`config.mk`:
```
export PLATFORM = sky130hd
export DESIGN_NAME = panel_scanner
export DESIGN_NICKNAME = d
export VERILOG_FILES = /design/src/verilog/led_panel_pkg.sv /design/src/verilog/panel_scanner.sv
export SDC_FILE = /design/constraint.sdc
export NUM_CORES = 1
export LEC_CHECK = 0
export BUFFER_PORTS_ARGS = -buffer_cell sky130_fd_sc_hd__clkbuf_2
export CORE_MARGIN = 3
export CORE_UTILIZATION = 40
export DETAILED_ROUTE_END_ITERATION = 8
export GPL_TIMING_DRIVEN = 0
export HOLD_SLACK_MARGIN = 0.1
export PLACE_DENSITY = 0.78
export REMOVE_ABC_BUFFERS = 1
export SETUP_SLACK_MARGIN = 0.02
export SLEW_MARGIN = 20
export SYNTH_ARGS = -nofsm -noshare
export SYNTH_HDL_FRONTEND = slang
export SYNTH_SLANG_ARGS = --single-unit
export TNS_END_PERCENT = 10
```
`constraint.sdc`:
```
create_clock -name clk -period 5.5 [get_ports clk]
set_input_delay 1.375 -clock clk [delete_from_list [all_inputs] [get_ports clk]]
set_output_delay 1.375 -clock clk [all_outputs]
set_load 0.02 [all_outputs]
```
`src/verilog/led_panel_pkg.sv`:
```
`default_nettype none

package led_panel_pkg;

  // Panel geometry
  localparam int panel_cols = 32;
  localparam int panel_rows = 16;
  localparam int scan_lines = panel_rows / 2;
  localparam int col_bits   = $clog2(panel_cols);
  localparam int row_bits   = $clog2(panel_rows);
  localparam int line_bits  = $clog2(scan_lines);

  // Pixel is blue:green:red, red in the low byte
  localparam int color_bits = 8;
  localparam int pixel_bits = 3 * color_bits;
  localparam int red_lsb    = 0;
  localparam int green_lsb  = color_bits;
  localparam int blue_lsb   = 2 * color_bits;

  // Modulation uses the top channel bits only
  localparam int bcm_planes = 4;
  localparam int plane_lsb  = color_bits - bcm_planes;

  localparam int step_bits  = 5;

  // Demo pattern scale factors
  localparam int red_scale   = 8;
  localparam int green_scale = 16;
  localparam int blue_scale  = 10;

endpackage

`default_nettype wire

```
`src/verilog/panel_scanner.sv`:
```
`timescale 1ns/1ps
`default_nettype none

module panel_scanner #(
  parameter int on_base = 4
) (
  input  logic                                 clk,
  input  logic                                 rst_n,
  input  logic [led_panel_pkg::pixel_bits-1:0] upper_pixel,
  input  logic [led_panel_pkg::pixel_bits-1:0] lower_pixel,
  output logic [led_panel_pkg::line_bits-1:0]  rd_row,
  output logic [led_panel_pkg::col_bits-1:0]   rd_col,
  output logic [2:0]                           rgb0,
  output logic [2:0]                           rgb1,
  output logic                                 rgb_a,
  output logic                                 rgb_b,
  output logic                                 rgb_c,
  output logic                                 rgb_clk,
  output logic                                 rgb_stb,
  output logic                                 oe_n
);
  import led_panel_pkg::*;

  localparam int cnt_bits   = $clog2(2 * panel_cols);
  localparam int plane_bits = $clog2(bcm_planes);
  localparam int on_bits    = $clog2(on_base << (bcm_planes - 1));

  localparam logic [cnt_bits-1:0] shift_last = cnt_bits'(2 * panel_cols - 1);

  localparam logic [1:0] st_shift   = 2'd0;
  localparam logic [1:0] st_latch   = 2'd1;
  localparam logic [1:0] st_display = 2'd2;

  logic [1:0]            state;
  logic [1:0]            nxt_state;
  logic [cnt_bits-1:0]   cnt;
  logic [cnt_bits-1:0]   nxt_cnt;
  logic [plane_bits-1:0] plane;
  logic [plane_bits-1:0] nxt_plane;
  logic [line_bits-1:0]  line;
  logic [line_bits-1:0]  nxt_line;
  logic [on_bits-1:0]    on_cnt;
  logic [on_bits-1:0]    nxt_on;

  // Bit 4+k of red, green and blue
  function automatic logic [2:0] plane_slice(input logic [pixel_bits-1:0] pixel,
                                             input logic [plane_bits-1:0] sel);
    logic [2:0] bits;
    bits[0] = pixel[red_lsb + plane_lsb + sel];
    bits[1] = pixel[green_lsb + plane_lsb + sel];
    bits[2] = pixel[blue_lsb + plane_lsb + sel];
    return bits;
  endfunction

  always_comb begin
    nxt_state = state;
    nxt_cnt   = cnt;
    nxt_plane = plane;
    nxt_line  = line;
    nxt_on    = on_cnt;
    case (state)
      st_shift: begin
        if (cnt == shift_last) begin
          nxt_state = st_latch;
          nxt_cnt   = '0;
        end else begin
          nxt_cnt = cnt + 1'b1;
        end
      end
      st_latch: begin
        nxt_state = st_display;
        nxt_on    = on_bits'((on_base << plane) - 1);
      end
      default: begin
        if (on_cnt == '0) begin
          nxt_state = st_shift;
          if (plane == plane_bits'(bcm_planes - 1)) begin
            nxt_plane = '0;
            nxt_line  = (line == line_bits'(scan_lines - 1)) ? '0 : line + 1'b1;
          end else begin
            nxt_plane = plane + 1'b1;
          end
        end else begin
          nxt_on = on_cnt - 1'b1;
        end
      end
    endcase
  end

  // Prefetch: buffer address follows the next state
  assign rd_row = nxt_line;
  assign rd_col = nxt_cnt[cnt_bits-1:1];

  always_ff @(posedge clk or negedge rst_n) begin
    if (!rst_n) begin
      state  <= st_shift;
      cnt    <= '0;
      plane  <= '0;
      line   <= '0;
      on_cnt <= '0;
    end else begin
      state  <= nxt_state;
      cnt    <= nxt_cnt;
      plane  <= nxt_plane;
      line   <= nxt_line;
      on_cnt <= nxt_on;
    end
  end

  // Panel pins lag the state by one cycle
  always_ff @(posedge clk or negedge rst_n) begin
    if (!rst_n) begin
      rgb0    <= 3'b000;
      rgb1    <= 3'b000;
      rgb_a   <= 1'b0;
      rgb_b   <= 1'b0;
      rgb_c   <= 1'b0;
      rgb_clk <= 1'b0;
      rgb_stb <= 1'b0;
      oe_n    <= 1'b1;
    end else begin
      rgb0    <= (state == st_shift) ? plane_slice(upper_pixel, plane) : 3'b000;
      rgb1    <= (state == st_shift) ? plane_slice(lower_pixel, plane) : 3'b000;
      rgb_a   <= line[0];
      rgb_b   <= line[1];
      rgb_c   <= line[2];
      rgb_clk <= (state == st_shift) & cnt[0];
      rgb_stb <= (state == st_latch);
      oe_n    <= (state != st_display);
    end
  end

endmodule

`default_nettype wire

```
# ---- Word-level counts from Yosys, hierarchy flattened
# Index checks and enable logic that the tools add are counted.
dict set report totals {
  ff_bits 30
  inputBits 50
  out_inout_bits 20
  elab_cells 69
}
dict set report classes {
  n_eq_ne 7
  n_addsub 8
  shifts 1
  n_lt_le_gt_ge 3
  bitwise_logic 3
  n_mux 26
  n_reduce_logical 7
}
# op n
set op_table {}
lappend op_table {{$bmux W1 S5} 6}
lappend op_table {{$mux W3} 6}
lappend op_table {{$mux W6} 2}
lappend op_table {{$pmux W5 S2} 1}
lappend op_table {{$add A5 B2 Y6 const A} 1}
lappend op_table {{$add A6 B1 Y6 const B} 1}
lappend op_table {{$eq A6 B6 Y1 const B} 1}
lappend op_table {{$lt A4 B6 Y1 const B} 1}
lappend op_table {{$lt A5 B6 Y1 const B} 1}
lappend op_table {{$lt A6 B6 Y1 const B} 1}
lappend op_table {{$mux W1} 6}
lappend op_table {{$mux W2} 3}
lappend op_table {{$reduce_and A2 Y1} 3}
lappend op_table {{$add A4 B2 Y5 const A} 1}
lappend op_table {{$logic_not A5 Y1} 1}
lappend op_table {{$mux W5} 1}
lappend op_table {{$shl A3 B2 Y5 const A} 1}
lappend op_table {{$sub A5 B1 Y5 const B} 1}
lappend op_table {{$sub A5 B2 Y5 const B} 1}
lappend op_table {{$add A3 B2 Y4 const A} 1}
lappend op_table {{$ne A2 B2 Y1 const B} 2}
lappend op_table {{$pmux W2 S2} 1}
lappend op_table {{$add A3 B1 Y3 const B} 1}
lappend op_table {{$eq A3 B3 Y1 const B} 1}
lappend op_table {{9 further kinds} 10}

# ---- Longest topological paths before layout
# Gate-level depths: netlist of run 1.
dict set report depth {
  word_depth 5
  mapped_depth 6
  depth_no_buf 5
}

# ---- Worst setup path after synthesis of run 1
# OpenSTA, ideal clock, no wires.
dict set report synth_timing {
  path_type {reg2out}
  start {register cnt[0]}
  end {output port rd_col[4] in the netlist's numbering}
  required_time_ns 4.125
  stages_incl_launch_ff 5
  path_slack_ns 2.427
  path_buffers 0
  t_arrival_ns 1.698
  cell_sequence {dfrtp_1 ha_1 nand3_1 nor2_1 o311ai_0}
}
dict set report synth_between {
  elab_chain_cells 3
  word_cells_on_any_way 4
  cone_classes {1 x add/sub; 1 x eq/ne; 2 x mux}
}
# element line_no
set synth_rtl {}
lappend synth_rtl {{start, declared} panel_scanner.sv:36} ;# logic [cnt_bits-1:0] cnt;
lappend synth_rtl {{start signal, assigned} panel_scanner.sv:103} ;# cnt <= nxt_cnt;
lappend synth_rtl {{$add A6 B1 Y6 or $eq A6 B6 Y1 (tied branches)} {panel_scanner.sv:67, panel_scanner.sv:63}}
lappend synth_rtl {{$mux W6 (*)} panel_scanner.sv:63} ;# if (cnt == shift_last) begin
lappend synth_rtl {{$mux W6 (*)} panel_scanner.sv:61} ;# case (state)
lappend synth_rtl {{end, declared} panel_scanner.sv:12} ;# output logic [led_panel_pkg::col_bits-1:0] rd_col,
# Mark *: on every way between the ends. The rest lies on a longest branch, timed or not.

# ---- Worst setup path in the final report of run 1
dict set report layout_timing {
  start {register state[1]}
  end {output port rd_col[3] in the netlist's numbering}
}
dict set report layout_between {
  elab_chain_cells 2
}
# element line_no
set layout_rtl {}
lappend layout_rtl {{start, declared} panel_scanner.sv:34} ;# logic [1:0] state;
lappend layout_rtl {{start signal, assigned} panel_scanner.sv:96} ;# state <= st_shift;
lappend layout_rtl {{start signal, assigned} panel_scanner.sv:102} ;# state <= nxt_state;
lappend layout_rtl {{$logic_not A2 Y1} panel_scanner.sv:61}
lappend layout_rtl {{$mux W6} panel_scanner.sv:61}
# Every way passes these cells.

==> results of run 1 <==
## cell usage after synthesis
master    count
a311oi_1      1
inv_1         7
o311ai_0      1
clkbuf_1      4
a21oi_1       1
nor4b_2       1
xnor2_1       2
nor3_1        2
and2_1        7
nand3_1       2
o211ai_1      2
nor3b_1       1
xor2_1        1
nand4_1       2
o21ai_0       8
nor2_1        4
or3_1         1
and3_1        2
ha_1          8
buf_2         1
mux4_2        6
mux2i_1       1
mux2_2        5
a211oi_1      1
a31oi_1       2
a22o_1        1
dfstp_2       1
or4b_4        1
dfrtp_1      29
a211oi_2      1
nand2_1       8
a21boi_0      1
nand2b_1      1
o21bai_1      2
o21ba_2       1
and4_4        1
## state kept, by name, indices dropped and copies added, names as in the netlist
| signal | cells |
|---|---|
| plane | 2 |
| state | 2 |
| rgb_clk | 1 |
| rgb_b | 1 |
| rgb_c | 1 |
| on_cnt | 5 |
| oe_n | 1 |
| rgb1 | 3 |
| cnt | 6 |
| rgb_a | 1 |
| rgb0 | 3 |
| line | 3 |
| rgb_stb | 1 |
## kinds of logic (layout without fill, tap and decap cells)
group                    after synthesis  after routing
AND/OR/NAND/NOR                       33             33
flip-flops                            30             30
XOR/XNOR                               3              3
buffers and inverters                 12             60
multiplexers                          12             12
AO/OA/AOI/OAI                         22             22
adder cells (fa/ha/maj)                8              8
## final cells by class
| type | count | area share |
|---|---|---|
| clock buffers | 7 | 0.0415 |
| clock inverters | 1 | 0.0163 |
| inverters | 7 | 0.0143 |
| multi-input cells | 78 | 0.366 |
| flip-flops and latches | 30 | 0.409 |
| well taps | 46 | 0.0313 |
| repair buffers | 45 | 0.122 |
## worst min path at each step
| stage | startpoint | to | slack, ns | cells past startpoint |
|---|---|---|---|---|
| floorplan | line[1] | rgb_b | 0.37 | 0 |
| global placement | line[1] | rgb_b | 0.38 | 0 |
| detailed placement | line[1] | rgb_b | 0.39 | 0 |
| CTS | line[1] | rgb_b | 0.41 | 0 |
| global route | line[1] | rgb_b | 0.43 | 0 |
| finish | line[1] | rgb_b | 0.40 | 0 |
## through the flow
step / std cells / utilization / area (um^2) / worst slack (ns) / power [mW]
global placement: 206 / 0.504 / 1730 / 2.40 / 0.250
detailed placement: 206 / 0.504 / 1730 / 2.32 / 0.251
floorplan: 115 / - / 1450 / 2.43 / 0.235
CTS: 214 / 0.535 / 1840 / 2.00 / 0.468
global route: 214 / 0.535 / 1840 / 1.80 / 0.479
finish: 214 / 0.535 / 1840 / 2.01 / 0.462
## power groups by stage
stage	sequential, mW	combinational (mW)	clock, mW
floorplan	0.231	0.00462	0
global placement	0.228	0.0227	0
detailed placement	0.228	0.0236	0
CTS	0.224	0.0236	0.221
global route	0.224	0.0255	0.230
finish	0.224	0.0228	0.215
## metal layers
layer  up-vias  share of wire  track usage
met5         -              0            0
met4         0          0.027       0.0838
met3         8          0.060       0.0405
met2        45           0.47        0.259
met1       533           0.44        0.186
li1        530              -            -
## cells in the final DEF (no fill, tap or decap), drive strengths merged, types with 4 or more instances in the layout
cell type	count
mux4	6
nand2	8
o21ai	8
dfrtp	29
mux2	5
clkbuf	52
and2	7
inv	7
nor2	4
ha	8
==> reports/metrics.cfg, run 1 <==
[run]
maxCapViolations = 0

[floorplan]
rows = 21
die_area_um2 = 4440
fp.dieH_um = 66.7
start_util = 0.427
ios = 70
die_w_um = 66.7
core-area_um2 = 3440

[clock_tree]
cts_buffer_depth = 2
cts_root_buf = clkbuf_8
cts_hold_buf = 0
clock_sinks = 30
cts-resized-gates = 0
postCtsSetupRepairBufs = 0
cts_tree = done
numCtsBuffers = 5
clk_latency_ns = 0.28
clk_pin_slew_worst_paths_ns = 0.06
htreeDepth = 2

[power_and_ir_drop]
p_clk_frac = 0.466
ir_worst_vdd_mv = 0.0797
combPwrFrac = 0.049
seqPwrFrac = 0.485
p_sw_mw = 0.0917
power.leakage_nw = 0.911
power.density_nw_per_um2 = 251
switching_share = 0.199
p_int_mw = 0.370

[route]
first_iter_violations = 90
firstDrtPassIters = 4
antenna_left = 0
drt-wirelength-per-cell_um = 14.7
drc = 0
via_per_inst = 5.21
wl_um = 3150
vias = 1116

[worst_setup_path]
critPathLaunchType = flip-flop
cp.depth = 4
crit_end = rd_col[3]
end_kind = primary output
r2r_cells = 5
critPathArrivalTime_ns = 2.11
critical-path-max-stage-delay_ns = 0.65
crit_fanout = 14
crit_chain = nor2_1 -> nand4_1 -> xnor2_1 -> clkbuf_2
worstPathRequired_ns = 4.12
r2r-end = on_cnt[3]
crit_type = flip-flop to primary output
reg2reg_from = on_cnt[0]
crit_slowest_cell = nor2_1
crit_family = simple AND/OR/NAND/NOR gates
rrSetupSlack_ns = 3.73
cp_num_buf_inv = 1
cp-startpoint = state[1]

[sta]
timing.final.hold_violations = 0
setup_viol = 0
finalClockSkew_ns = 0.00503
tightest_slew_ns = 0.749
rsz0062_at_grt = no
max_freq_ghz = 0.287
fin_crit_ns = 3.49
slew_violations = 0
finalHoldWorstSlack_ns = 0.404
slew_headroom = 0.499
setup-tns-final_ns = 0
fin_crit_sh = 0.634

[final_layout]
drive_gt1_frac = 0.405
fill_cells = 297
syn_to_final_growth_pct = 25.1
final_net_count = 225
insertedDiodeCount = 0
multi_input_comb_area_um2 = 673
layout.area.seq_um2 = 752

[logic_synthesis]
muxShareOfSynthArea = 0.137
ys_ff_latch = 30
synth_compound_area_frac = 0.103
synth_area_leaders = dfrtp_1 49%, mux4_2 9.2%, ha_1 6.8%
seq_area_frac_synth = 0.511
synth_top_area_cell = dfrtp_1
synthCells = 120
synth.avg_cell_area_um2 = 12.3
synth_xor_area_frac = 0.0179
synthesis.area_um2 = 1470
netlist.area_leader.share = 0.493
yosys_warnings = 0
synthSimpleGateAreaFrac = 0.132
synthAdderAreaFrac = 0.0680
synth_cell_types = 36
synth_top_family_by_area = multiplexers

[global_routing]
antenna_found_initial = 0
grt_overflow = 0
grt_pass1_vias = 1133
grt_max_degree = 31
grt_pass1_wl_um = 5150
grt_usage = 0.157

[place]
port-buffer-count = 45
hpwlAfterDp_um = 2350
routabilityCongestion = 0.818

[hold_path]
worst_hold_path_type = flip-flop to flip-flop

[outcome]
status = complete, no violations

Note: power is estimated with default switching activity, not from simulation.
==> inputs of run 2 (changes only) <==
Settings changed: ABC_AREA from default to 1, PLACE_DENSITY 0.78 to 0.8.
Clock period 5.5 ns to 2.8 ns, I/O delays scaled along.
==> run 2 against run 1 <==
  * Synthesized cell count is 46% higher
  * Register-to-register slack worse by 2.7 ns
  * Total power is 75% higher
  * Sequential power is 96% higher
  * Largest power group unchanged
  * Flip-flop and latch count stayed put
  * Critical path depth is 3 higher
  * Routed wire length is 10% lower
  * Hold slack hardly changed
  * Die area is 0.47% higher
  * Largest cell class unchanged
  * Clock power is 51% higher
==> reports/metrics.cfg, run 2 <==
[place]
routabilityCongestion = 0.805  ; -1.5%
dp_cells = 263  ; +28%
port-buffer-count = 45  ; unchanged
hpwlAfterDp_um = 2150  ; -8.4%

[final_layout]
insertedDiodeCount = 0  ; unchanged
final_net_count = 282  ; +25%
final_common_cell = clkbuf_2
final_cell_mix = 45 x clkbuf_2, 31 x nand2_1, 30 x nor2_1
largest_register = cnt
largest_register_ff_count = 6  ; unchanged
syn_to_final_growth_pct = 23.5
finalNonFillerCells = 271  ; +27%
reg.largest.list = cnt x6, on_cnt x5
drive_gt1_frac = 0.276  ; -0.129

[global_routing]
grt_usage = 0.147  ; -0.0102
grt_pass1_wl_um = 4930  ; -4.3%
antenna_found_initial = 0  ; unchanged
grt_overflow = 0  ; unchanged
grt_max_degree = 31  ; unchanged
grt_pass1_vias = 1213  ; +7.1%

[sta]
fin_crit_sh = 0.876
max_freq_ghz = 0.408
setup-tns-final_ns = 0  ; unchanged
setup_viol = 0  ; unchanged
finalClockSkew_ns = 0.00737  ; +0.00235 ns
fin_crit_ns = 2.45
timing.final.hold_violations = 0  ; unchanged
tightest_slew_ns = 0.715  ; -0.0342 ns
rsz0062_at_grt = no
slew_violations = 0  ; unchanged
slew_headroom = 0.524  ; +0.0246

[clock_tree]
clk_pin_slew_worst_paths_ns = 0.06  ; about the same
numCtsBuffers = 5  ; unchanged
cts-resized-gates = 0  ; unchanged
cts_hold_buf = 0  ; unchanged
htreeDepth = 2  ; unchanged
clk_latency_ns = 0.28  ; about the same
clock_sinks = 30  ; unchanged
cts_buffer_depth = 2  ; unchanged
postCtsSetupRepairBufs = 0  ; unchanged
cts_root_buf = clkbuf_8
cts_tree = done

[logic_synthesis]
ys_ff_latch = 30  ; unchanged
muxShareOfSynthArea = 0  ; -0.137
ys_async_sr_fraction = 1.00  ; unchanged
synth_xor_area_frac = 0.0296  ; +0.0118
synth_cell_types = 21  ; -42%
synthAdderAreaFrac = 0.0677  ; -0.000345
synth_flop_cell = dfrtp_1
synth_top_area_cell = dfrtp_1
synth_area_leaders = dfrtp_1 49%, nand2_1 7.9%, nor2_1 7.6%
synth_edf_count = 0  ; unchanged
seq_area_frac_synth = 0.508  ; -0.00259
netlist.area_leader.share = 0.491  ; -0.00250
synthCells = 175  ; +46%
synthesis.area_um2 = 1480  ; +0.51%
yosysMostFrequentCell = nand2_1
synth.avg_cell_area_um2 = 8.45  ; -31%
synth_compound_area_frac = 0.110  ; +0.00709
synth_top_family_by_area = simple AND/OR/NAND/NOR gates
yosys_warnings = 0  ; unchanged
synthSimpleGateAreaFrac = 0.227  ; +0.0949
yosys-top-cells-count = 31 x nand2_1, 30 x nor2_1, 29 x dfrtp_1

[hold_path]
worst_hold_path_type = flip-flop to flip-flop

[route]
drt-wirelength-per-cell_um = 10.5  ; -29%
drc = 0  ; unchanged
via_per_inst = 4.71  ; -9.7%
firstDrtPassIters = 4  ; unchanged
first_iter_violations = 63  ; -30%
vias = 1276  ; +14%
wl_um = 2830  ; -10%
antenna_left = 0  ; unchanged

[worst_setup_path]
crit_fanout = 5  ; -9
crit_top_cell = nand2_1
critical-path-max-stage-delay_ns = 0.35  ; -0.30 ns
crit_family = simple AND/OR/NAND/NOR gates
cp_num_buf_inv = 2  ; +1
crit_slowest_cell = dfrtp_1
crit_chain = inv_1 -> ha_1 -> nand4_2 -> nor2_1 -> nand2_1 -> nand2_1 -> clkbuf_2
critPathArrivalTime_ns = 1.75  ; -0.36 ns
worstPathRequired_ns = 2.10  ; -2.02 ns
critPathLaunchType = flip-flop
crit_type = flip-flop to primary output
end_kind = primary output

[floorplan]
start_util = 0.430  ; +0.00218
die_area_um2 = 4460  ; +0.47%
rows = 21  ; unchanged
core-area_um2 = 3440  ; unchanged
fp.dieH_um = 66.8  ; +0.23%
die_w_um = 66.8  ; +0.23%
ios = 70  ; unchanged

[power_and_ir_drop]
power.leakage_nw = 0.997  ; +9.4%
power.density_nw_per_um2 = 442  ; +76%
ir_worst_vdd_mv = 0.246  ; +210%

[run]
maxCapViolations = 0  ; unchanged

[outcome]
status = complete, no violations

run 2: cell count changes after synthesis, sizes merged, moves of 3 or more:
cell / delta
mux2: -5
nor2: +30
nand3: +8
o21ai: +13
inv: +11
a21oi: +9
and2: -7
mux4: -6
clkbuf: -4
nand2: +24
xor2: +3
run 2: kinds of logic after synthesis:
| logic type | count (synthesis) |
|---|---|
| simple gates | 79 |
| fa+ha+maj | 8 |
| xor+xnor | 5 |
| flops | 30 |
| buf+inv | 21 |
| compound gates | 32 |
run 2: metrics by stage:
| step | power [mW] | util | setup slack (ns) | hold slack (ns) | instance area, um^2 |
|---|---|---|---|---|---|
| 2_1_floorplan | 0.462 | - | 0.805 | 0.372 | 1460 |
| 3_3_place_gp | 0.492 | 0.507 | 0.653 | 0.384 | 1740 |
| 3_5_place_dp | 0.492 | 0.507 | 0.631 | 0.386 | 1740 |
| 4_1_cts | 0.818 | 0.531 | 0.316 | 0.400 | 1830 |
| 5_1_grt | 0.848 | 0.531 | 0.185 | 0.411 | 1830 |
| 6_report | 0.807 | 0.531 | 0.346 | 0.404 | 1830 |
run 2: layout make-up:
class,instances,area (um^2)
Multi-Input combinational cell,124,642
Tap cell,46,57.6
Clock inverter,2,10.0
Clock buffer,6,72.6
Fill cell,350,1620
Timing Repair Buffer,45,225
Sequential cell,30,752
Inverter,18,67.6
run 2: power by group:
group	internal, mW	leakage [nW]	total (mW)	switching (mW)
clock	0.172	0.0450	0.324	0.153
sequential	0.438	0.388	0.439	0.00119
combinational	0.0196	0.564	0.0436	0.0240
run 2: worst reg2reg max path, delay by kind of cell (launching register included):
| family | cells | cell delay, ns |
|---|---|---|
| flip-flops | 1 | 0.65 |
| buffers and inverters | 1 | 0.32 |
| adder cells (fa/ha/maj) | 1 | 0.31 |
| AO/OA/AOI/OAI | 1 | 0.15 |
| XOR/XNOR | 1 | 0.14 |
| AND/OR/NAND/NOR | 2 | 0.13 |
run 2: layer usage:
layer	GRT usage	routed length, um	up-vias
li1	-	-	660
met1	0.166	1230	577
met2	0.257	1420	32
met3	0.0371	137	7
met4	0.0635	53	0
met5	0	0	-
run 2: worst paths after layout:
| kind | start | end | slack [ns] | cells after the start |
|---|---|---|---|---|
| max reg2reg | plane[0] | on_cnt[3] | 1.05 | 6 |
| min reg2reg | line[2] | rgb_c | 0.40 | 0 |
| max | on_cnt[0] | rd_row[0] | 0.35 | 7 |
| min in group asynchronous | rst_n | on_cnt[4] | 0.47 | 1 |
| max in group asynchronous | rst_n | cnt[2] | 1.88 | 1 |
| min | line[2] | rgb_c | 0.40 | 0 |
